[src/verilog/soc_bus_pkg.sv]
/*
 * Subsystem bus definitions
 * Target request and response words, the address views used by the
 * decoder and targets, and the area and core prefix map.
 */
package soc_bus_pkg;

  // Address seen as memory area plus byte offset
  typedef struct packed {
    logic [1:0]  area;
    logic [29:0] offset;
  } area_view_t;

  // Address seen as MMIO core plus register offset
  typedef struct packed {
    logic [1:0]  area;
    logic [5:0]  core;
    logic [23:0] reg_offset;
  } mmio_view_t;

  typedef union packed {
    area_view_t mem;
    mmio_view_t mmio;
  } bus_addr_t;

  typedef struct packed {
    logic        write;
    logic [3:0]  strb;
    bus_addr_t   addr;
    logic [31:0] wdata;
  } target_req_t;

  typedef struct packed {
    logic [31:0] rdata;
    logic        ready;
  } target_rsp_t;

  // --------------------
  // Address map
  localparam logic [1:0] ROM_AREA      = 2'd0;
  localparam logic [1:0] RAM_AREA      = 2'd1;
  localparam logic [1:0] RESERVED_AREA = 2'd2;
  localparam logic [1:0] MMIO_AREA     = 2'd3;

  localparam logic [5:0] TIMER_CORE = 6'd1;
  localparam logic [5:0] CTRL_CORE  = 6'd63;

  localparam int ROM_WORDS = 16;
  localparam int RAM_WORDS = 256;

endpackage

[src/verilog/bus_decoder.sv]
/*
 * Bus decoder
 * Splits the Wishbone address into area and core prefixes, selects one
 * target and registers the chosen response as dat_r and ack.
 */
`timescale 1ns/1ps

module bus_decoder import soc_bus_pkg::*; (
  input  logic        clk,
  input  logic        reset_n,
  input  logic        cyc,
  input  logic        stb,
  input  logic        we,
  input  logic [31:0] adr,
  input  logic [31:0] dat_w,
  input  logic [3:0]  sel,
  output logic [31:0] dat_r,
  output logic        ack,
  output target_req_t req,
  output logic        rom_sel,
  output logic        ram_sel,
  output logic        timer_sel,
  output logic        ctrl_sel,
  input  target_rsp_t rom_rsp,
  input  target_rsp_t ram_rsp,
  input  target_rsp_t timer_rsp,
  input  target_rsp_t ctrl_rsp
);

  bus_addr_t   addr;
  target_rsp_t muxed;

  assign addr = adr;
  assign req  = '{write: we, strb: sel, addr: addr, wdata: dat_w};

  // --------------------
  // Target select and response mux
  always_comb begin
    rom_sel   = 1'b0;
    ram_sel   = 1'b0;
    timer_sel = 1'b0;
    ctrl_sel  = 1'b0;
    muxed     = '{rdata: 32'h0, ready: 1'b0};

    // Hold off while the previous ack is out
    if (cyc && stb && !ack) begin
      case (addr.mem.area)
        ROM_AREA: begin
          rom_sel = 1'b1;
          muxed   = rom_rsp;
        end
        RAM_AREA: begin
          ram_sel = 1'b1;
          muxed   = ram_rsp;
        end
        RESERVED_AREA: muxed.ready = 1'b1;
        MMIO_AREA: begin
          case (addr.mmio.core)
            TIMER_CORE: begin
              timer_sel = 1'b1;
              muxed     = timer_rsp;
            end
            CTRL_CORE: begin
              ctrl_sel = 1'b1;
              muxed    = ctrl_rsp;
            end
            // Unknown core answers at once
            default: muxed.ready = 1'b1;
          endcase
        end
      endcase
    end
  end

  always_ff @(posedge clk) begin
    if (!reset_n) begin
      dat_r <= 32'h0;
      ack   <= 1'b0;
    end else begin
      dat_r <= muxed.rdata;
      ack   <= muxed.ready;
    end
  end

  a_one_select: assert property (@(posedge clk) disable iff (!reset_n)
    $onehot0({rom_sel, ram_sel, timer_sel, ctrl_sel}));

  a_single_ack: assert property (@(posedge clk) disable iff (!reset_n)
    ack |=> !ack);

endmodule

[config.mk]
export PLATFORM = sky130hd
export DESIGN_NAME = bus_decoder
export DESIGN_NICKNAME = d
export VERILOG_FILES = /design/src/verilog/soc_bus_pkg.sv /design/src/verilog/bus_decoder.sv
export SDC_FILE = /design/constraint.sdc
export NUM_CORES = 1
export LEC_CHECK = 0
export ABC_AREA = 1
export BUFFER_PORTS_ARGS = -buffer_cell sky130_fd_sc_hd__clkbuf_2
export CAP_MARGIN = 20
export CORE_AREA = 2 2 121 123
export DETAILED_ROUTE_END_ITERATION = 6
export DIE_AREA = 0 0 123 125
export PLACE_DENSITY = 0.6
export SLEW_MARGIN = 20
export SYNTH_ARGS = -nofsm -noshare
export SYNTH_HDL_FRONTEND = slang
export SYNTH_SLANG_ARGS = --single-unit
[constraint.sdc]
create_clock -name clk -period 1.3 [get_ports clk]
set_input_delay 0.195 -clock clk [delete_from_list [all_inputs] [get_ports clk]]
set_output_delay 0.195 -clock clk [all_outputs]
set_load 0.005 [all_outputs]
== Word level (Yosys, flattened, before mapping) ==
Cells that the tools add are included.
Operators by class
  equality and inequality tests: 5
  muxes and demuxes: 14
  reduce and logical (&&, ||, !) cells: 5
Operators by type and width (number)
  $pmux 32 s3: 1
  $pmux 32 s2: 1
  $mux 1: 10
  $eq 6x1->1 const B: 1
  $eq 6x6->1 const B: 1
  $eq 2x2->1 const B: 2
  $pmux 1 s4: 1
  $eq 2x1->1 const B: 1
  $logic_and 1x1->1: 2
  $logic_not 2->1: 1
  $pmux 1 s2: 1
  $reduce_and 2->1: 1
  $logic_not 1->1: 1
Storage, ports and cells
  register bits after elaboration: 33
  logic and storage cells: 26

== Depth between registers and ports, before layout ==
  depth in word-level cells: 4
  depth in mapped cells: 7
  depth with buffers taken out: 7

== Least setup slack after synthesis ==
Ideal clock, no wire load.
  path type: input-to-output
  from: in adr[30]
  to: out ctrl_sel
  arrival: 0.867 ns
  path slack: 0.238 ns
  stages: 6
  path buffers: 2
  cell sequence: buf_4 nand2_1 clkinv_1 buf_2 nand2_1 nor2_1
Between the ends
  word-level cells in the longest chain between the ends: 3
Ends and longest elaborated chain
  start, declared: line bus_decoder.sv:14  | input logic [31:0] adr,
  $eq 2x2->1: line bus_decoder.sv:47  | case (addr.mem.area)
  $mux 1: line bus_decoder.sv:47
  $mux 1: line bus_decoder.sv:46  | if (cyc && stb && !ack) begin
  end, declared: line bus_decoder.sv:23  | output logic ctrl_sel,
Every way passes these cells.

== Final worst setup path ==
  from: reg ack
  to: out rom_sel
Between the ends
  word-level cells in the longest chain between the ends: 3
Ends and longest elaborated chain
  start, declared: line bus_decoder.sv:18  | output logic ack,
  start signal, assigned: line bus_decoder.sv:81  | ack <= muxed.ready;
  $logic_not 1->1: line bus_decoder.sv:46
  $logic_and 1x1->1: line bus_decoder.sv:46
  $mux 1: line bus_decoder.sv:46
  end, declared: line bus_decoder.sv:20  | output logic rom_sel,
Every way passes these cells.

==> summary.txt <==
STA
  – Worst Tran Pin Value: around 0.23 ns
  – RSZ-0062 raised after global routing: yes
  – Slew HR: approximately 85%
  – Fmax: a little over 800 MHz
  – Final Critical Period: 1.23 ns
  – Setup total negative slack: 0 ns
  – Worst setup margin: about 0.066 ns
  – Final hold violation count: 0
  – Fin. max-slew vios: 0
  – Tcrit/Tclk final: between 90% and 100%
  – Tightest hold margin: about 0.16 ns
  – Clk_skew: 0.00454 ns
  – Endpoints failing setup: 0

Synthesis
  – Post-synthesis cell count: 417
  – Syn Area/Cell: approximately 6.3 um^2
  – Post-synth top cells: 77 x nand2_1, 74 x buf_4, 65 x nand3_1
  – Count leader, synth: nand2_1
  – #FFs+latches synth: 33
  – Library cells used by synthesis: 20
  – EDFF count, synth: 0
  – Dominant cell type by area after synthesis: dfxtp_1
  – Synth Net Count: 622
  – Synth Warn #: 0
  – Async set-reset flop share out of synthesis: 0%
  – Top_reg_cell synth: dfxtp_1
  – Cells taking the most area after synthesis: dfxtp_1 25%, buf_4 21%, nand3_1 12%
  – Top cell type's share of synthesized area: 25.2%
  – Post-synthesis sequential area ratio: 25.2%
  – Post-Syn Area: roughly 0.0026 mm^2

Cells and area
  – Multi-input logic area: between 0.001 and 0.0015 mm^2
  – Seq. cell area: approximately 660 um^2
  – Area Growth Syn to Fin: 32.1%
  – Post-layout nets: around 740
  – Post-route cell area: ~0.0035 mm^2
  – Diodes inserted: 0
  – FILL cells: ~1600
  – Share of layout cells above drive strength 1: about two fifths

Drt
  – Detail Route Antenna Nets: 0
  – DR vias: between 2000 and 3000
  – Remaining DRCs: 0
  – DR WL/cell: 14.7 um
  – Via density: just over 4
  – Pre-Repair DR Iteration Count: 4
  – Initial DRC count: about 100
  – Total wire length: 10.5 mm

Place
  – DP HPWL: 8.39 mm
  – Placed inst area: 0.00332 mm^2
  – Number of port buffers: 188
  – Dpl ws: 0.0234 ns
  – Placer Congestion: around 0.80

Clocking
  – TritonCTS buffer count: 5
  – Hold-fix buffers, CTS: 0
  – Clk_lat worst skew: 0.28 ns
  – Setup bufs post-CTS: 0
  – Reg clk slew, reported paths: around 0.050 ns
  – Clock root cell: clkbuf_16
  – H-tree depth: 2
  – # clock sinks: 33
  – Clk buf depth: 2
  – TritonCTS clock tree: yes

Global routing
  – Overflow after GRT: 0
  – Largest net degree at the start of global routing: 35
  – Initial antenna violation count: 0
  – GRT Util Overall: approximately an eighth
  – First-pass GRT wire length: 15.2 mm
  – Vias in the first global route: 2870

Setup path
  – Launch point of the worst reg-to-reg path: ack
  – Crit path launch type: flop
  – CP Data Required Time: around 1.1 ns
  – Largest fanout on the critical path: 3
  – CP Capture Type: output pin
  – Worst Setup SP: ack
  – WP data arrival: about 1.0 ns
  – FF-to-FF setup slack: 0.36 ns
  – Worst r2r dst: dat_r[22]
  – Reg2reg path depth: 4
  – Worst Path Class, Setup: flop to output pin
  – CP endpoint: rom_sel

Power
  – Gate power share: a little over a fifth
  – Sequential Power Share: between 30% and 40%
  – Clock group share of total power: between 40% and 50%
  – Switching part of the total power: a little over a quarter
  – Power Density: approximately 800 mW/mm^2
  – Final Power: roughly 0.0028 W
  – LEAKAGE: between 1.5 and 2 nW
  – Sw Pwr: around 0.00076 W
  – Cell internal pwr: approximately 0.002 W
  – Max VDD drop: approximately 360 uV

Floorplanning
  – Core footprint: 0.0142 mm^2
  – Die ar.: between 0.015 and 0.02 mm^2
  – Die Ht: roughly 130 um
  – I/O pins: 311
  – Cell Rows: between 40 and 50
  – Initial Util: 18.4%
  – Die Wd: 123 um

Min path
  – Hold path start: rom_rsp[0]
  – HP Class: input port to flop

Status
  – Run status: completed

Job
  – Max-capacitance violation count: 0
repair_timing:
item                                    CTS  global route
resized for setup                         1             3
endpoints found under the setup margin    3             3
pin swaps                                 1             1
per-layer routing:
metal | share of wire (%) | vias to the layer above | GRT usage (%)
met5 | 0 | - | 0
met4 | 4.0 | 0 | 6.89
met3 | 10 | 47 | 3.79
met2 | 49 | 149 | 23.7
met1 | 37 | 1248 | 13.4
li1 | - | 1489 | -
flip-flops by register name, summed over array words and instances (netlist names):
name	flops
dat_r	32
ack	1
how the worst min path moves through the flow:
stage | slack [ns] | depth (start not counted) | end
3_5_place_dp | 0.39 | 0 | req[19]
3_3_place_gp | 0.39 | 0 | req[19]
5_1_grt | 0.17 | 3 | ack
4_1_cts | 0.15 | 3 | ack
2_1_floorplan | 0.34 | 2 | ack
6_report | 0.16 | 3 | ack
final cells by class:
cell class / count / area share [%]
tap: 184 / 6.66
timing repair buffer: 203 / 33.0
inverter: 37 / 4.02
clock inverter: 1 / 0.145
multi-input combinational: 253 / 33.4
clock buffer: 5 / 3.62
sequential: 33 / 19.1
logic make-up after synthesis:
kind of cell / after synthesis / share of synthesized area [%]
AND/OR/NAND/NOR: 186 / 30.8
buffers and inverters: 131 / 30.9
AO/OA/AOI/OAI: 67 / 13.0
flip-flops: 33 / 25.2
critical path, cell delays in order (launching register included):
cell and delay (ns):
dfxtp_2 0.34, nor2_4 0.11, inv_1 0.06, nor3_1 0.11
buf_2 0.14
per-stage QoR:
stage	util, %	instances
after floorplan	-	417
after global placement	23.4	710
after detailed placement	23.4	710
after CTS	24.3	716
after global routing	24.3	716
final	24.3	716
placed cells by master (no fill, tap or decap):
master	count
o21bai_1	1
o21ai_2	1
nand3_1	65
clkbuf_2	187
nand2_1	77
inv_1	35
o21ai_1	28
clkinv_2	1
clkbuf_16	5
clkinv_1	2
nand4_1	1
nor2_1	37
nor2_2	1
a21oi_1	34
o21ai_0	3
nand3_2	1
nor2_4	3
buf_12	7
dfxtp_1	32
buf_4	8
buf_2	1
nor3_1	1
dfxtp_2	1
power groups by stage:
stage	clock [W]	sequential, W	combinational, W
finish	0.00112	0.00104	0.000609
global route	0.00120	0.00104	0.000682
CTS	0.00117	0.00104	0.000621
detailed placement	0	0.00106	0.000617
global placement	0	0.00106	0.000615
floorplan	0	0.00106	0.000416
(Power assumes the default switching activity.)
