<file path="src/verilog/soc_bus_pkg.sv">
/*
 * Subsystem bus definitions
 * Target request and response words, the address views used by the
 * decoder and targets, and the area and core prefix map.
 */
package soc_bus_pkg;

  // Address seen as memory area plus byte offset
  typedef struct packed {
    logic [1:0]  area;
    logic [29:0] offset;
  } area_view_t;

  // Address seen as MMIO core plus register offset
  typedef struct packed {
    logic [1:0]  area;
    logic [5:0]  core;
    logic [23:0] reg_offset;
  } mmio_view_t;

  typedef union packed {
    area_view_t mem;
    mmio_view_t mmio;
  } bus_addr_t;

  typedef struct packed {
    logic        write;
    logic [3:0]  strb;
    bus_addr_t   addr;
    logic [31:0] wdata;
  } target_req_t;

  typedef struct packed {
    logic [31:0] rdata;
    logic        ready;
  } target_rsp_t;

  // --------------------
  // Address map
  localparam logic [1:0] ROM_AREA      = 2'd0;
  localparam logic [1:0] RAM_AREA      = 2'd1;
  localparam logic [1:0] RESERVED_AREA = 2'd2;
  localparam logic [1:0] MMIO_AREA     = 2'd3;

  localparam logic [5:0] TIMER_CORE = 6'd1;
  localparam logic [5:0] CTRL_CORE  = 6'd63;

  localparam int ROM_WORDS = 16;
  localparam int RAM_WORDS = 256;

endpackage

</file>
<file path="src/verilog/soc_regs_pkg.sv">
/*
 * Register map of the MMIO cores
 * Word indices and bit positions for the timer and the control block.
 */
package soc_regs_pkg;

  // Timer
  localparam logic [1:0] TIMER_CTRL      = 2'd0;
  localparam logic [1:0] TIMER_STATUS    = 2'd1;
  localparam logic [1:0] TIMER_PRESCALER = 2'd2;
  localparam logic [1:0] TIMER_VALUE     = 2'd3;

  localparam int TIMER_START_BIT   = 0;
  localparam int TIMER_STOP_BIT    = 1;
  localparam int TIMER_RUNNING_BIT = 0;

  // Control block
  localparam logic [1:0] CTRL_LED      = 2'd0;
  localparam logic [1:0] CTRL_GPIO     = 2'd1;
  localparam logic [1:0] CTRL_APP_MODE = 2'd2;

  localparam int LED_R_BIT    = 2;
  localparam int LED_G_BIT    = 1;
  localparam int LED_B_BIT    = 0;
  localparam int GPIO1_BIT    = 0;
  localparam int GPIO2_BIT    = 1;
  localparam int GPIO3_BIT    = 2;
  localparam int GPIO4_BIT    = 3;
  localparam int APP_MODE_BIT = 0;

endpackage

</file>
<file path="src/verilog/timer_core.sv">
/*
 * Timer core
 * Prescaled down-counter with start and stop control and a running
 * status that clears when the value reaches zero.
 */
`timescale 1ns/1ps

module timer_core import soc_bus_pkg::*, soc_regs_pkg::*; (
  input  logic        clk,
  input  logic        reset_n,
  input  logic        sel,
  input  target_req_t req,
  output target_rsp_t rsp
);

  logic [1:0]  reg_idx;
  logic        write_en;
  logic        running_q;
  logic [31:0] prescaler_q;
  logic [31:0] prescale_cnt_q;
  logic [31:0] value_q;
  logic [31:0] rdata_d;
  logic [31:0] rdata_q;
  logic        ready_q;

  assign reg_idx  = req.addr.mmio.reg_offset[3:2];
  assign write_en = sel && req.write;

  // --------------------
  // Counter and register writes
  always_ff @(posedge clk) begin
    if (!reset_n) begin
      running_q      <= 1'b0;
      prescaler_q    <= 32'h0;
      prescale_cnt_q <= 32'h0;
      value_q        <= 32'h0;
    end else begin
      if (running_q) begin
        if (value_q == 32'h0) begin
          running_q <= 1'b0;
        end else if (prescale_cnt_q == prescaler_q) begin
          prescale_cnt_q <= 32'h0;
          value_q        <= value_q - 32'd1;
          if (value_q == 32'd1) running_q <= 1'b0;
        end else begin
          prescale_cnt_q <= prescale_cnt_q + 32'd1;
        end
      end

      if (write_en) begin
        case (reg_idx)
          TIMER_CTRL: begin
            if (req.wdata[TIMER_START_BIT]) begin
              running_q      <= 1'b1;
              prescale_cnt_q <= 32'h0;
            end
            // Stop wins over start
            if (req.wdata[TIMER_STOP_BIT]) running_q <= 1'b0;
          end
          TIMER_PRESCALER: prescaler_q <= req.wdata;
          TIMER_VALUE: if (!running_q) value_q <= req.wdata;
          default: ;
        endcase
      end
    end
  end

  always_comb begin
    rdata_d = 32'h0;
    case (reg_idx)
      TIMER_STATUS:    rdata_d[TIMER_RUNNING_BIT] = running_q;
      TIMER_PRESCALER: rdata_d = prescaler_q;
      TIMER_VALUE:     rdata_d = value_q;
      default: ;
    endcase
  end

  always_ff @(posedge clk) begin
    rdata_q <= rdata_d;
  end

  always_ff @(posedge clk) begin
    if (!reset_n) begin
      ready_q <= 1'b0;
    end else begin
      ready_q <= sel;
    end
  end

  assign rsp = '{rdata: rdata_q, ready: ready_q};

  a_no_underflow: assert property (@(posedge clk) disable iff (!reset_n)
    running_q && (value_q == 32'h0) |=> value_q == 32'h0);

endmodule

</file>
<file path="config.mk">
export PLATFORM = sky130hd
export DESIGN_NAME = timer_core
export DESIGN_NICKNAME = d
export VERILOG_FILES = /design/src/verilog/soc_bus_pkg.sv /design/src/verilog/soc_regs_pkg.sv /design/src/verilog/timer_core.sv
export SDC_FILE = /design/constraint.sdc
export NUM_CORES = 1
export LEC_CHECK = 0
export BUFFER_PORTS_ARGS = -buffer_cell sky130_fd_sc_hd__buf_4
export CORE_AREA = 3 3 113 115
export DETAILED_ROUTE_END_ITERATION = 6
export DIE_AREA = 0 0 116 118
export HOLD_SLACK_MARGIN = 0.12
export PLACE_DENSITY = 0.79
export SLEW_MARGIN = 40
export SYNTH_ARGS = -nofsm -noshare
export SYNTH_HDL_FRONTEND = slang
export SYNTH_SLANG_ARGS = --single-unit
</file>
<file path="constraint.sdc">
create_clock -name clk -period 2.47 [get_ports clk]
set_input_delay 0.247 -clock clk [delete_from_list [all_inputs] [get_ports clk]]
set_output_delay 0.247 -clock clk [all_outputs]
set_load 0.02 [all_outputs]
</file>
# Word level (Yosys, flattened, before mapping)
# Cells that the tools add are included.
# W data, S select, Z words.
totals:
  regBits: 130
  in_bits: 72
  output_inout_bits: 33
  wordCells: 39
op_classes:
  add_sub_neg: 2
  eq_ne: 5
  muxes: 22
  reduce_logical: 4
ops:
  columns: ["cell", "count"]
  rows:
  - ["$mux W32", 12]
  - ["$pmux W31 S2", 1]
  - ["$add A32 B1 Y32 const B", 1]
  - ["$eq A32 B1 Y1 const B", 1]
  - ["$eq A32 B32 Y1", 1]
  - ["$logic_not A32 Y1", 1]
  - ["$sub A32 B1 Y32 const B", 1]
  - ["$mux W1", 8]
  - ["$eq A2 B2 Y1 const B", 2]
  - ["$pmux W1 S3", 1]
  - ["$eq A2 B1 Y1 const B", 1]
  - ["$logic_not A2 Y1", 1]
  - ["$reduce_and A2 Y1", 1]
  - ["$logic_and A1 B1 Y1", 1]

# Longest topological paths before layout
logic_depth:
  ltp_word: 9
  ltp_mapped: 10
  mapped_depth_nobuf: 8

# Worst setup path before layout
# No wires, ideal clock.
synth_timing:
  kind: "flip-flop to flip-flop"
  startpoint: "reg value_q[0]"
  endpoint: "reg value_q[23]"
  setup_time_ns: 0.120
  arrival_ns: 2.096
  required_time_ns: 2.350
  slack_ns: 0.254
  stages_incl_launch_ff: 9
  synth_period_minus_slack_ns: 2.216
  path_cell_list: "dfxtp_1 inv_1 ha_1 nor3b_1 nand4_1 o31ai_4 nor4_2 a41oi_1 o31a_1"
synth_via:
  elab_chain_len: 7
  word_cells_on_any_way: 8
  classes_between: "1 x add/sub; 6 x mux; 1 x reduce/logical"
synth_rtl:
  columns: ["element", "line_no", "text"]
  rows:
  - ["start: declaration", "timer_core.sv:21", "logic [31:0] value_q;"]
  - ["start signal: assignment", "timer_core.sv:43", "value_q <= value_q - 32'd1;"]
  - ["start signal: assignment", "timer_core.sv:61", "TIMER_VALUE: if (!running_q) value_q <= req.wdata;"]
  - ["$sub A32 B1 Y32", "timer_core.sv:43", null]
  - ["$mux W32", "timer_core.sv:41", "end else if (prescale_cnt_q == prescaler_q) begin"]
  - ["$mux W32 *", "timer_core.sv:39", "if (value_q == 32'h0) begin"]
  - ["$mux W32 *", "timer_core.sv:38", "if (running_q) begin"]
  - ["$mux W32", "timer_core.sv:61", null]
  - ["$mux W32", "timer_core.sv:51", "case (reg_idx)"]
  - ["$mux W32 *", "timer_core.sv:50", "if (write_en) begin"]
# Every way passes the cells marked *; elsewhere a longest branch is shown, timed or not.
# A chain may end at the register's enable or synchronous reset.

# Worst setup path after layout
layout_timing:
  startpoint: "reg prescaler_q[9]"
  endpoint: "reg value_q[21]"
layout_via:
  elab_chain_len: 7
layout_rtl:
  columns: ["element", "line_no", "text"]
  rows:
  - ["start: declaration", "timer_core.sv:19", "logic [31:0] prescaler_q;"]
  - ["start signal: assignment", "timer_core.sv:60", "TIMER_PRESCALER: prescaler_q <= req.wdata;"]
  - ["$eq A32 B32 Y1 *", "timer_core.sv:41", null]
  - ["$mux W32 *", "timer_core.sv:41", null]
  - ["$mux W32 *", "timer_core.sv:39", null]
  - ["$mux W32 *", "timer_core.sv:38", null]
  - ["$mux W32", "timer_core.sv:61", null]
  - ["$mux W32", "timer_core.sv:51", null]
  - ["$mux W32 *", "timer_core.sv:50", null]
# Marked as above.

==> results.sh <==
export IMPL_status="complete, no violations"
export IMPL_crit_type="flop to flop"
export IMPL_start_util=0.547
export IMPL_crit_arrival_ns=2.76
export IMPL_clkLatencyLatePin_ns=0.43
export IMPL_synth_top_area_cell="dfxtp_1"
export IMPL_finClkSkew_ns=0.00933
export IMPL_finalWorstSetupSlack_ns=0.0441
export IMPL_dp_slack_ns=0.00911
export IMPL_fin_area_mm2=0.00838
export IMPL_synth_most_common_cell="dfxtp_1"
export IMPL_hold_path_end="value_q[0]$_SDFF_PN0_"
export IMPL_grt_max_degree=40
export IMPL_r2r_slack_ns=0.04
export IMPL_wl_um=20600
export IMPL_rows=40
export IMPL_cts_max_level=4
export IMPL_cp_top_family="simple AND/OR/NAND/NOR gates"
export IMPL_fin_crit_sh=0.982
export IMPL_crit_path_start_kind="flop"
export IMPL_maxSlewViolCount=0
export IMPL_ys_seq_area_frac=0.399
export IMPL_crit_chain="xor2_1, nor4_2, nand4_2, or2_4, buf_12, or4_1, a311oi_2"
export IMPL_synthArstFlopShare=0
export IMPL_layout_nets=965
export IMPL_hold_viol_final=0
export IMPL_synth_area_mm2=0.00652
export IMPL_cpMaxStageDelayCell="or4_1"
export IMPL_port_buffers=70
export IMPL_gp_congestion=0.967
export IMPL_die_area_mm2=0.0137
export IMPL_drtPass1Iterations=6
export IMPL_place_area_mm2=0.00742
export IMPL_synth_warnings=0
export IMPL_synth_edf_count=0
export IMPL_final_min_clock_period_ns=2.43
export IMPL_r2r_cells=7
export IMPL_cts_buffers=17
export IMPL_dp_cells=984
export IMPL_ys_types=63
export IMPL_grtUsageMet3=0.0720
export IMPL_drt_antenna_violating_nets=0
export IMPL_drv_cap=0
export IMPL_cp_max_fo=15
export IMPL_clockRootBuffer="clkbuf_16"
export IMPL_fmax_mhz=412
export IMPL_grtUsageMet1=0.379
export IMPL_grt_pass1_wl_um=32200
export IMPL_grt_total_usage=0.302
export IMPL_peakVddDrop_mv=0.470
export IMPL_worstPathBufferInverterCount=1
export IMPL_cts_path_max_buffers=2
export IMPL_crit_required_ns=2.81
export IMPL_synth_ff_type="dfxtp_1"
export IMPL_num_fill_cells=864
export IMPL_worstReg2RegStart="prescaler_q[9]$_SDFFE_PN0P_"
export IMPL_setup_viol=0
export IMPL_cellPowerDensity_mw_per_mm2=659
export IMPL_power_leakage_nw=3.34
export IMPL_min_path_cells=3
export IMPL_core_mm2=0.0119
export IMPL_drt_iter0_drc=654
export IMPL_netlist_top_cells_area="dfxtp_1, nand2_1, xor2_1"
export IMPL_worst_path_largest_cell_delay_ns=0.49
export IMPL_grt_pass1_vias=6367
export IMPL_setup_tns_ns=0
export IMPL_synth_cells=764
export IMPL_wl_per_cell_um=19.7
export IMPL_area_growth_pct=28.6
export IMPL_drc=0
export IMPL_gr_total_overflow=0
export IMPL_antenna_found_initial=0
export IMPL_die_height_um=118
export IMPL_r2r_end="value_q[21]$_SDFF_PN0_"
export IMPL_tightest_slew_ns=0.742
export IMPL_vias_per_cell=6.21
export IMPL_hp_start="req[0]"
export IMPL_ioPinCount=105
export IMPL_synth_seq_cells=130
export IMPL_cts_tree="yes"
export IMPL_dpl_hpwl_um=13900
export IMPL_cp_end_kind="flop"
export IMPL_drive_above_1_share=0.221
export IMPL_crit_start="prescaler_q[9]$_SDFFE_PN0P_"
export IMPL_synth_commonest_cells="dfxtp_1, nand2_1, nor2_1"
export IMPL_synth_nets=840
export IMPL_syn_area_per_cell_um2=8.53
export IMPL_num_vias=6510
export IMPL_synthDominantCellAreaShare=0.399
export IMPL_hold_class="input port to flop"
export IMPL_cts_sinks=130
export IMPL_use_met2=0.490
export IMPL_slew_headroom=0.506
export IMPL_busiest_layer="met2"
export IMPL_die_w_um=116
export IMPL_path_clk_slew_ns=0.06
export IMPL_fin_cells=1049
==> how the worst max path moves through the flow <==
| stage | slack [ns] | cells after the start | endpoint |
|---|---|---|---|
| 3_5_place_dp | 0.009 | 8 | prescale_cnt_q[11]$_SDFF_PN0_ |
| 5_1_grt | -0.002 | 7 | value_q[21]$_SDFF_PN0_ |
| 3_3_place_gp | -0.008 | 6 | prescale_cnt_q[20]$_SDFF_PN0_ |
| 6_report | 0.04 | 7 | value_q[21]$_SDFF_PN0_ |
| 2_1_floorplan | 0.25 | 8 | value_q[23]$_SDFF_PN0_ |
| 4_1_cts | 0.03 | 8 | prescale_cnt_q[18]$_SDFF_PN0_ |
==> layout make-up <==
| class | count | area (µm²) | area share |
|---|---|---|---|
| Multi-Input combinational cell | 569 | 3700 | 0.441 |
| Sequential cell | 130 | 2610 | 0.312 |
| Timing Repair Buffer | 153 | 1240 | 0.148 |
| Clock buffer | 21 | 470 | 0.0561 |
| Tap cell | 147 | 184 | 0.0219 |
| Clock inverter | 10 | 109 | 0.0130 |
| Inverter | 18 | 67.6 | 0.00806 |
| Antenna cell | 1 | 2.50 | 0.000298 |
==> flip-flops by register name, indices dropped and copies added, names as in the netlist <==
signal          flops
value_q            32
rdata_q            32
ready_q             1
running_q           1
prescaler_q        32
prescale_cnt_q     32
==> power breakdown <==
part	internal, W	leakage, nW	total (W)	switching, W
sequential	0.00214	1.06	0.00220	0.0000560
combinational	0.000349	2.00	0.000841	0.000492
clock	0.00155	0.284	0.00248	0.000931
==> cells by family after synthesis <==
logic type | Yosys count | share of synthesized area
buffers and inverters | 65 | 0.0426
XOR/XNOR | 62 | 0.0833
adder cells (fa/ha/maj) | 4 | 0.00768
AO/OA/AOI/OAI | 130 | 0.127
multiplexers | 32 | 0.0493
AND/OR/NAND/NOR | 341 | 0.291
flip-flops | 130 | 0.399
==> layout by cell type, fill, tap and decap left out, types with 29 or more instances in the layout <==
cell / Yosys / routed
dfxtp_1: 130 / 121
buf_4: 3 / 120
nand2_1: 95 / 95
nor2_1: 55 / 54
a21oi_1: 40 / 40
xor2_1: 37 / 37
nor2b_1: 32 / 32
dlygate4sd3_1: 0 / 32
mux2i_1: 31 / 31
nand3_1: 29 / 29
==> routing by layer <==
metal	share of wire	up-vias
met5	0	-
met4	0.035	0
met3	0.091	78
met2	0.49	344
met1	0.39	3113
li1	-	2975
==> worst reg2reg max path: stages, from the launching register on <==
cell,delay [ns]
dfxtp_1,0.44
xor2_1,0.14
nor4_2,0.35
nand4_2,0.16
or2_4,0.31
buf_12,0.16
or4_1,0.49
a311oi_2,0.29
==> metrics by stage <==
step                utilization  hold slack (ns)  power, W
floorplan                     -            0.358   0.00268
global placement          0.622            0.469   0.00297
detailed placement        0.623            0.483   0.00300
CTS                       0.698            0.147   0.00550
global route              0.704            0.160   0.00567
finish                    0.704            0.158   0.00552
==> what timing repair did <==
action | CTS | global route
endpoints found under the setup margin | 3 | 31
pin swaps | 1 | 6
hold endpoints to repair | 39 | 0
setup buffers | 0 | 1
hold buffers | 32 | 0
resized for setup | 1 | 16
Power figures use the tool's default switching activity.
