==> src/verilog/soc_bus_pkg.sv <==
/*
 * Subsystem bus definitions
 * Target request and response words, the address views used by the
 * decoder and targets, and the area and core prefix map.
 */
package soc_bus_pkg;

  // Address seen as memory area plus byte offset
  typedef struct packed {
    logic [1:0]  area;
    logic [29:0] offset;
  } area_view_t;

  // Address seen as MMIO core plus register offset
  typedef struct packed {
    logic [1:0]  area;
    logic [5:0]  core;
    logic [23:0] reg_offset;
  } mmio_view_t;

  typedef union packed {
    area_view_t mem;
    mmio_view_t mmio;
  } bus_addr_t;

  typedef struct packed {
    logic        write;
    logic [3:0]  strb;
    bus_addr_t   addr;
    logic [31:0] wdata;
  } target_req_t;

  typedef struct packed {
    logic [31:0] rdata;
    logic        ready;
  } target_rsp_t;

  // --------------------
  // Address map
  localparam logic [1:0] ROM_AREA      = 2'd0;
  localparam logic [1:0] RAM_AREA      = 2'd1;
  localparam logic [1:0] RESERVED_AREA = 2'd2;
  localparam logic [1:0] MMIO_AREA     = 2'd3;

  localparam logic [5:0] TIMER_CORE = 6'd1;
  localparam logic [5:0] CTRL_CORE  = 6'd63;

  localparam int ROM_WORDS = 16;
  localparam int RAM_WORDS = 256;

endpackage

==> src/verilog/soc_regs_pkg.sv <==
/*
 * Register map of the MMIO cores
 * Word indices and bit positions for the timer and the control block.
 */
package soc_regs_pkg;

  // Timer
  localparam logic [1:0] TIMER_CTRL      = 2'd0;
  localparam logic [1:0] TIMER_STATUS    = 2'd1;
  localparam logic [1:0] TIMER_PRESCALER = 2'd2;
  localparam logic [1:0] TIMER_VALUE     = 2'd3;

  localparam int TIMER_START_BIT   = 0;
  localparam int TIMER_STOP_BIT    = 1;
  localparam int TIMER_RUNNING_BIT = 0;

  // Control block
  localparam logic [1:0] CTRL_LED      = 2'd0;
  localparam logic [1:0] CTRL_GPIO     = 2'd1;
  localparam logic [1:0] CTRL_APP_MODE = 2'd2;

  localparam int LED_R_BIT    = 2;
  localparam int LED_G_BIT    = 1;
  localparam int LED_B_BIT    = 0;
  localparam int GPIO1_BIT    = 0;
  localparam int GPIO2_BIT    = 1;
  localparam int GPIO3_BIT    = 2;
  localparam int GPIO4_BIT    = 3;
  localparam int APP_MODE_BIT = 0;

endpackage

==> src/verilog/led_gpio_ctrl.sv <==
/*
 * LED and GPIO control block
 * LED and GPIO output registers, synchronized GPIO inputs and the
 * one-way firmware to application mode flag.
 */
`timescale 1ns/1ps

module led_gpio_ctrl import soc_bus_pkg::*, soc_regs_pkg::*; (
  input  logic        clk,
  input  logic        reset_n,
  input  logic        sel,
  input  target_req_t req,
  output target_rsp_t rsp,
  input  logic        gpio1,
  input  logic        gpio2,
  output logic        gpio3,
  output logic        gpio4,
  output logic        led_r,
  output logic        led_g,
  output logic        led_b,
  output logic        app_mode
);

  logic [1:0]  reg_idx;
  logic [2:0]  led_q;
  logic [1:0]  gpio_out_q;
  logic [1:0]  gpio_meta_q;
  logic [1:0]  gpio_in_q;
  logic        app_mode_q;
  logic [31:0] rdata_d;
  logic [31:0] rdata_q;
  logic        ready_q;

  assign reg_idx = req.addr.mmio.reg_offset[3:2];

  // Two-flop input synchronizer
  always_ff @(posedge clk) begin
    gpio_meta_q <= {gpio2, gpio1};
    gpio_in_q   <= gpio_meta_q;
  end

  always_ff @(posedge clk) begin
    if (!reset_n) begin
      led_q      <= 3'b000;
      gpio_out_q <= 2'b00;
      app_mode_q <= 1'b0;
      ready_q    <= 1'b0;
    end else begin
      ready_q <= sel;
      if (sel && req.write) begin
        case (reg_idx)
          CTRL_LED: begin
            led_q <= {req.wdata[LED_R_BIT], req.wdata[LED_G_BIT], req.wdata[LED_B_BIT]};
          end
          CTRL_GPIO: gpio_out_q <= {req.wdata[GPIO4_BIT], req.wdata[GPIO3_BIT]};
          // Set only, never cleared by software
          CTRL_APP_MODE: if (req.wdata[APP_MODE_BIT]) app_mode_q <= 1'b1;
          default: ;
        endcase
      end
    end
  end

  always_comb begin
    rdata_d = 32'h0;
    case (reg_idx)
      CTRL_LED: begin
        rdata_d[LED_R_BIT] = led_q[2];
        rdata_d[LED_G_BIT] = led_q[1];
        rdata_d[LED_B_BIT] = led_q[0];
      end
      CTRL_GPIO: begin
        rdata_d[GPIO1_BIT] = gpio_in_q[0];
        rdata_d[GPIO2_BIT] = gpio_in_q[1];
        rdata_d[GPIO3_BIT] = gpio_out_q[0];
        rdata_d[GPIO4_BIT] = gpio_out_q[1];
      end
      CTRL_APP_MODE: rdata_d[APP_MODE_BIT] = app_mode_q;
      default: ;
    endcase
  end

  always_ff @(posedge clk) begin
    rdata_q <= rdata_d;
  end

  assign rsp = '{rdata: rdata_q, ready: ready_q};

  assign {led_r, led_g, led_b} = led_q;
  assign gpio3    = gpio_out_q[0];
  assign gpio4    = gpio_out_q[1];
  assign app_mode = app_mode_q;

endmodule

==> config.mk <==
export PLATFORM = sky130hd
export DESIGN_NAME = led_gpio_ctrl
export DESIGN_NICKNAME = d
export VERILOG_FILES = /design/src/verilog/soc_bus_pkg.sv /design/src/verilog/soc_regs_pkg.sv /design/src/verilog/led_gpio_ctrl.sv
export SDC_FILE = /design/constraint.sdc
export NUM_CORES = 1
export LEC_CHECK = 0
export ABC_AREA = 1
export CORE_AREA = 2 2 46 48
export CTS_CLUSTER_SIZE = 24
export DETAILED_ROUTE_END_ITERATION = 10
export DIE_AREA = 0 0 48 50
export DONT_BUFFER_PORTS = 1
export PLACE_DENSITY_LB_ADDON = 0.08
export SYNTH_ARGS = -nofsm -noshare
export SYNTH_HDL_FRONTEND = slang
export SYNTH_SLANG_ARGS = --single-unit
==> constraint.sdc <==
create_clock -name clk -period 1.05 [get_ports clk]
set_input_delay 0.0525 -clock clk [delete_from_list [all_inputs] [get_ports clk]]
set_output_delay 0.0525 -clock clk [all_outputs]
set_load 0.05 [all_outputs]
Word level (Yosys, flattened, before mapping)
Index checks and enable logic that the tools add are counted.
{"block": "op_classes", "eq_ne": 2, "n_mux": 2, "n_reduce_logical": 5}
{"operator": "one-hot mux 2 bit (2 select lines)", "n": 1}
{"operator": "AND reduction 2 bit", "n": 2}
{"operator": "one-hot mux 1 bit (3 select lines)", "n": 1}
{"operator": "AND reduction 3 bit", "n": 1}
{"operator": "equality test 2 x 1 -> 1 bit (second input constant)", "n": 1}
{"operator": "equality test 2 bit (second input constant)", "n": 1}
{"operator": "zero test 2 bit", "n": 1}
{"operator": "logical AND 1 bit", "n": 1}
{"block": "totals", "ff_bits": 15, "in_bits": 74, "out_inout_bits": 39}

Logic depth before layout (Yosys ltp)
Gate-level depths: netlist (run 1).
{"block": "depth", "depth_word": 2, "depth_mapped": 5, "mapped_depth_nobuf": 5}

Worst setup path before layout (run 1)
No wires, ideal clock.
{"block": "synth_path", "kind": "register to register", "start": "register app_mode_q (netlist: app_mode)", "end": "register rdata_q[0]", "t_arrival_ns": 0.839, "setup_slack_ns": 0.149, "stages_incl_launch_ff": 3, "path_buffers": 0, "period_less_slack_ns": 0.901, "path_cell_list": "dfxtp_1 -> nand3_1 -> nand3_1"}
{"block": "synth_between", "elab_chain_cells": 1}
{"element": "from (decl)", "line_no": "led_gpio_ctrl.sv:29", "text": "logic app_mode_q;"}
{"element": "from (signal assigned)", "line_no": "led_gpio_ctrl.sv:46", "text": "app_mode_q <= 1'b0;"}
{"element": "from (signal assigned)", "line_no": "led_gpio_ctrl.sv:57", "text": "CTRL_APP_MODE: if (req.wdata[APP_MODE_BIT]) app_mode_q <= 1'b1;"}
{"element": "one-hot mux 1 bit (3 select lines)", "line_no": "led_gpio_ctrl.sv:66", "text": "case (reg_idx)"}
{"element": "named net rdata_d[0]", "line_no": "led_gpio_ctrl.sv:30", "text": "logic [31:0] rdata_d;"}
{"element": "to (signal assigned)", "line_no": "led_gpio_ctrl.sv:84", "text": "rdata_q <= rdata_d;"}
{"element": "to (decl)", "line_no": "led_gpio_ctrl.sv:31", "text": "logic [31:0] rdata_q;"}
The timed path passes the listed nets, and every way through them passes these cells.
A chain may end at the register's enable or synchronous reset.

Worst setup path in the final report (run 1)
{"block": "layout_path", "start": "input port req[35] in the netlist's numbering", "end": "register gpio_out_q[0]"}
{"block": "layout_between", "elab_chain_cells": 2}
{"element": "from (decl)", "line_no": "led_gpio_ctrl.sv:12", "text": "input target_req_t req,"}
{"element": "equality test 2 x 1 -> 1 bit", "line_no": "led_gpio_ctrl.sv:51", "text": "case (reg_idx)"}
{"element": "AND reduction 2 bit (no source line)"}
{"element": "to (signal assigned)", "line_no": "led_gpio_ctrl.sv:55", "text": "CTRL_GPIO: gpio_out_q <= {req.wdata[GPIO4_BIT], req.wdata[GPIO3_BIT]};"}
{"element": "to (decl)", "line_no": "led_gpio_ctrl.sv:26", "text": "logic [1:0] gpio_out_q;"}
Every way passes these cells.

==> summary.md, run 1 <==
| Metric | Value |
|---|---|
| Synth top area share | `40.9%` |
| Post-Route Utilization | `42.3%` |
| Fmax achieved | `1030 MHz` |
| Setup CP Type | `primary input to register` |
| HP Class | `primary input to register` |
| H-tree levels | `1` |
| Core area | `1900 um^2` |
| Hold worst-path end | `rdata_q[2]` |
| Hold Path Cell Cnt | `3` |
| Routed wire length | `1170 um` |
| Synth Area in XOR/XNOR | `0%` |
| Dpl cell area | `697 um^2` |
| Placer Congestion | `0.658` |
| Layout Skew | `7.69 ps` |
| Area of the multi-input gates | `280 um^2` |
| Buffer and inverter count on the worst path | `1` |
| Yosys warns | `0` |
| Setup_tns | `0 ps` |
| Synth Area per Inst | `7.42 um^2` |
| Peak supply drop | `0.000946 V` |
| Largest fanout on the critical path | `5` |
| Synth cell types | `7` |
| Port Buffers | `0` |
| Post-route minimum period | `967 ps` |
| Die width | `48 um` |
| Most frequent cells in the layout | `conb_1 (28), nor2_1 (18), nand2_1 (18), dfxtp_1 (15), inv_1 (10)` |
| Critical Path RT | `1240 ps` |
| Finished Layout Cells | `142` |
| DRT antenna net count | `0` |
| Largest net degree at the start of global routing | `10` |
| Ports | `113` |
| PD cells | `1590 nW/um^2` |
| Area of the die | `2400 um^2` |
| Layout cells sized above 1 | `8.70%` |
| Post-CTS setup buffers | `0` |
| Status | `finished clean` |
| Later-pin clock latency in the skew report | `280 ps` |
| Inserted Diodes | `0` |
| Commonest non-fill, non-tap cell in the layout | `conb_1` |
| Seq. cell area | `300 um^2` |
| WHS | `1.97 ps` |
| Initial core utilization | `38.6%` |
| Clock buffer depth | `2` |
| Setup crit end kind | `register` |
| Area leader, netlist | `dfxtp_1` |
| Fillers | `206` |
| Rows | `16` |
| CP startpoint kind | `primary input` |
| P&R area growth vs syn | `9.54%` |
| Simple-gate share of the synthesized area | `23.9%` |
| DP Worst Slack | `309 ps` |
| RR Startpoint | `app_mode` |
| HP Start | `req[34]` |
| Wire per inst | `8.26 um` |
| Crit-path cells | `dlygate4sd3_1, nor2_1, nand3_1, nand2_1, nor2_1` |
| GRT overflow | `0` |
| Initial antenna violation count | `0` |
| RSZ-0062 raised after global routing | `false` |
| Inst Count DP | `130` |
| Layout net count | `190` |
| Post-route DRC | `0` |
| Largest family of logic cells by synthesized area | `buffers and inverters` |
| Synthesized area | `734 um^2` |
| Mapped Cells | `99` |
| Final Hold Fails | `0` |
| Via density | `3.73` |
| CTS tree | `yes` |
| Num CTS Buffers | `3` |
| Crit-path most repeated cell | `nor2_1` |
| Slew Limit Fails | `0` |
| RR Endpoint | `rdata_q[0]` |
| Static leakage | `0.433 nW` |
| #FFs+latches synth | `15` |
| Total GRT Usage | `10.1%` |
| Reg2reg setup slack | `450 ps` |
| Post-synthesis mux area share | `0%` |
| First-pass GRT wire length | `1670 um` |
| Crit path max-delay family | `buffers and inverters` |
| CP max stage cell | `dlygate4sd3_1` |
| Worst R2R Path Depth | `2` |
| Hpwl dp | `913 um` |
| Final total power | `1.28 mW` |
| Setup Viol. Count Final | `0` |
| Final Cell Area | `805 um^2` |
| Fin worst setup slack | `82.9 ps` |
| Die height | `50 um` |
| Number of global-route vias before repair | `424` |
| Clk sinks | `15` |
| Period utilisation layout | `92.1%` |
| Clock slew at reported path FFs | `90 ps` |
| Seq/Total Area, Yosys | `40.9%` |
| CP peak stage delay | `570 ps` |
| Synth area leaders | `dfxtp_1 (41%), buf_4 (30%), nand2_1 (9.2%)` |
| 1st-iter DRT viols | `3` |
| Synth Area in Compound Gates | `0%` |
| Pre-antenna DRT Iters | `4` |
| Worst EP arrival | `1160 ps` |
| Root Buffer | `clkbuf_4` |
| Total number of vias | `529` |
| Max Cap Viol | `0` |
| Adder-cell share of the synthesized area | `0%` |
[worst max-delay path by stage]
stage	cells after the start	start	end	slack, ps
6_report	5	req[35]	gpio_out_q[0]	80
5_1_grt	5	req[35]	gpio_out_q[1]	9
4_1_cts	4	sel	ready_q	40
3_5_place_dp	4	req[35]	led_q[0]	310
3_3_place_gp	5	req[34]	gpio_out_q[1]	280
2_1_floorplan	2	app_mode	rdata_q[0]	150
[per-layer routing]
layer / vias up / share of wire (%) / track usage (%)
li1: 270 / - / -
met1: 215 / 41 / 11.5
met2: 42 / 45 / 15.3
met3: 2 / 12 / 5.49
met4: 0 / 1.2 / 4.05
met5: - / 0 / 0
[worst register-to-register path, cell delays in order (launching register included)]
cell     delay, ps
dfxtp_1        330
nand3_1         90
nand3_1         80
[Yosys cell counts]
cell type,count
buf_4,29
nand2_1,18
nor2_1,18
dfxtp_1,15
inv_1,10
nand3_1,8
conb_1,1
[flip-flops by register name (all words and copies together) (netlist names)]
register     cells
led_q            3
ready_q          1
gpio_meta_q      2
app_mode         1
rdata_q          4
gpio_in_q        2
gpio_out_q       2
[cell type report]
class | count | area share, %
flip-flops and latches | 15 | 37.3
multi-input cells | 72 | 34.8
repair buffers | 14 | 15.6
inverters | 10 | 4.67
well taps | 27 | 4.20
clock buffers | 3 | 2.80
clock inverters | 1 | 0.622
[kinds of logic after synthesis]
logic type	count (synthesis)
and+or+nand+nor	44
buffers and inverters	39
DFF	15
other	1
[repair_timing]
item                       CTS  global route
hold endpoints to repair    13             1
hold buffers                 8             1
resized for setup            0             0
setup endpoints to repair    0             1
[report_power, final]
part	leakage, nW	switching, mW	internal [mW]	total (mW)
Clock	0.0177	0.178	0.141	0.319
Combinational	0.292	0.286	0.0458	0.331
Sequential	0.123	0.0356	0.592	0.627
Total	0.433	0.499	0.779	1.28
Power figures use the tool's default switching activity.
==> run 2, diff against run 1 <==
--- a/config.mk
+++ b/config.mk
@@ -11,7 +11,9 @@
 export DETAILED_ROUTE_END_ITERATION = 10
 export DIE_AREA = 0 0 48 50
 export DONT_BUFFER_PORTS = 1
+export GPL_TIMING_DRIVEN = 0
 export PLACE_DENSITY_LB_ADDON = 0.08
+export SETUP_SLACK_MARGIN = 0.3
 export SYNTH_ARGS = -nofsm -noshare
 export SYNTH_HDL_FRONTEND = slang
 export SYNTH_SLANG_ARGS = --single-unit
==> summary.md, run 2 (synthesis results as in run 1) <==
| Metric | Value |
|---|---|
| Comb power frac | `29.4% (+3.5 points)` |
| CP max stage cell | `dfxtp_2` |
| 1st-iter DRT viols | `12 (+9)` |
| HP Start | `req[35]` |
| Clock slew at reported path FFs | `90 ps (about the same)` |
| Initial antenna violation count | `0 (unchanged)` |
| HP Class | `primary input to register` |
| Flop pwr share | `47.0% (-2.1 points)` |
| Rows | `16 (unchanged)` |
| Sw frac | `37.6% (-1.5 points)` |
| Worst R2R Path Depth | `2 (unchanged)` |
| Setup CP Type | `register to primary output` |
| Max reg flops | `4 (unchanged)` |
| Num CTS Buffers | `3 (unchanged)` |
| Worst EP arrival | `750 ps (-410 ps)` |
| Setup Viol. Count Final | `0 (unchanged)` |
| Fillers | `188 (-8.7%)` |
| Hold worst-path end | `rdata_q[2]` |
| Reg2reg setup slack | `350 ps (-100 ps)` |
| RR Endpoint | `rdata_q[3]` |
| Port Buffers | `0 (unchanged)` |
| Placer Congestion | `0.843 (+28%)` |
| Largest net degree at the start of global routing | `9 (-1)` |
| Wire per inst | `8.31 um (+0.64%)` |
| Final Hold Fails | `2 (+2)` |
| Area of the die | `2400 um^2 (unchanged)` |
| Fin worst setup slack | `248 ps (+165 ps)` |
| Post-route minimum period | `802 ps (-165 ps)` |
| Post-Route Utilization | `54.4% (+12 points)` |
| DRT antenna net count | `0 (unchanged)` |
| Post-CTS setup buffers | `0 (unchanged)` |
| Pint | `840 uW (+7.9%)` |
| Clk sinks | `15 (unchanged)` |
| CP peak stage delay | `340 ps (-230 ps)` |
| Hpwl dp | `1050 um (+15%)` |
| Crit-path cells | `buf_8` |
| WHS | `-3.50 ps (-5.47 ps)` |
| Pre-antenna DRT Iters | `4 (unchanged)` |
| DP Worst Slack | `301 ps (-8.08 ps)` |
| Initial core utilization | `38.6% (unchanged)` |
| Largest fanout on the critical path | `1 (-4)` |
| Total number of vias | `617 (+17%)` |
| Number of global-route vias before repair | `477 (+13%)` |
| P&R area growth vs syn | `40.9%` |
| Post-route DRC | `0 (unchanged)` |
| Slew Limit Fails | `0 (unchanged)` |
| Root Buffer | `clkbuf_4` |
| Routed wire length | `1380 um (+18%)` |
| Most frequent cells in the layout | `buf_4 (28), conb_1 (28), nor2_1 (18), nand2_1 (18)` |
| GRT overflow | `0 (unchanged)` |
| Max Cap Viol | `0 (unchanged)` |
| Setup crit end kind | `primary output` |
| Top Registers | `rdata_q x4, led_q x3` |
| PD cells | `1300 nW/um^2 (-18%)` |
| CP startpoint kind | `register` |
| H-tree levels | `1 (unchanged)` |
| Crit path max-delay family | `flip-flops` |
| Failing checks | `hold timing` |
| Hold Path Cell Cnt | `3 (unchanged)` |
| Layout net count | `214 (+13%)` |
| NetSw | `506 uW (+1.4%)` |
| Via density | `3.72 (-0.23%)` |
| Static leakage | `0.578 nW (+33%)` |
| Critical Path RT | `1000 ps (-240 ps)` |
| Peak supply drop | `0.000689 V (-27%)` |
| Cell count along the critical path | `1 (-4)` |
| First-pass GRT wire length | `1970 um (+18%)` |
| Die width | `48 um (unchanged)` |
| Reg with most FFs | `rdata_q` |
| Layout cells sized above 1 | `30.9% (+22 points)` |
| RR Startpoint | `gpio_out_q[1]` |
| Core area | `1900 um^2 (unchanged)` |
| Ports | `113 (unchanged)` |
| Clock share of power | `23.6% (-1.4 points)` |
| CTS tree | `yes` |
| Buffer and inverter count on the worst path | `1 (unchanged)` |
| Inserted Diodes | `0 (unchanged)` |
| Later-pin clock latency in the skew report | `270 ps (about the same)` |
| Fmax achieved | `1250 MHz (+21%)` |
| Setup_tns | `0 ps (unchanged)` |
| Clock buffer depth | `2 (unchanged)` |
| Die height | `50 um (unchanged)` |
| Period utilisation layout | `76.4% (-16 points)` |
| Total GRT Usage | `11.5% (+1.4 points)` |
| RSZ-0062 raised after global routing | `true` |
| Status | `complete, but fails checks` |
| Layout Skew | `4.67 ps (-3.02 ps)` |
-- run 2: cell types whose count changed in the layout (fill, tap and decap cells not counted), sizes merged --
cell / change
buf: +23
clkbuf: +1
clkinv: -1
dlymetal6s4s: +1
-- run 2: per-layer routing --
metal / vias up / share of wire (%) / track usage (%)
li1: 320 / - / -
met2: 50 / 44 / 18.7
met4: 0 / 0.94 / 5.41
met3: 2 / 17 / 4.40
met1: 245 / 38 / 12.7
met5: - / 0 / 0
-- run 2: area by class of cell --
| type | instances | area (um^2) | area share [%] |
|---|---|---|---|
| clock buffer | 4 | 26.3 | 2.54 |
| sequential | 15 | 339 | 32.8 |
| multi-input combinational | 72 | 280 | 27.1 |
| inverter | 10 | 37.5 | 3.63 |
| tap | 27 | 33.8 | 3.26 |
| buffer | 29 | 225 | 21.8 |
| timing repair buffer | 9 | 92.6 | 8.95 |
-- run 2: power by group through the flow --
stage,combinational (mW),sequential (mW),clock (mW)
5_1_grt,0.418,0.635,0.361
2_1_floorplan,0.349,0.659,0
3_3_place_gp,0.357,0.662,0
3_5_place_dp,0.357,0.662,0
4_1_cts,0.384,0.633,0.325
6_report,0.396,0.632,0.318
-- run 2: repair_timing --
| item | CTS | global route |
|---|---|---|
| endpoints found under the setup margin | 18 | 14 |
| gates resized for setup | 17 | 1 |
| pin swaps | 0 | 1 |
| hold buffers | 7 | 2 |
| hold endpoints to repair | 13 | 2 |
-- run 2: worst max-delay path by stage --
| stage | end | slack, ps | start |
|---|---|---|---|
| 3_3_place_gp | rdata_q[3] | 290 | gpio_out_q[1] |
| 6_report | rsp[0] | 250 | ready_q |
| 3_5_place_dp | rdata_q[0] | 300 | app_mode |
| 4_1_cts | rsp[0] | 240 | ready_q |
| 5_1_grt | rsp[0] | 210 | ready_q |
| 2_1_floorplan | rdata_q[0] | 330 | app_mode |
-- run 2: stage by stage --
step | instance area (um^2) | hold slack [ps] | std cells | power (mW)
6_report | 1030 | -3.50 | 166 | 1.35
5_1_grt | 1030 | 1.77 | 166 | 1.41
4_1_cts | 1010 | -65.7 | 164 | 1.34
3_5_place_dp | 877 | 80.3 | 153 | 1.02
3_3_place_gp | 877 | 80.3 | 153 | 1.02
2_1_floorplan | 843 | 80.2 | 126 | 1.01
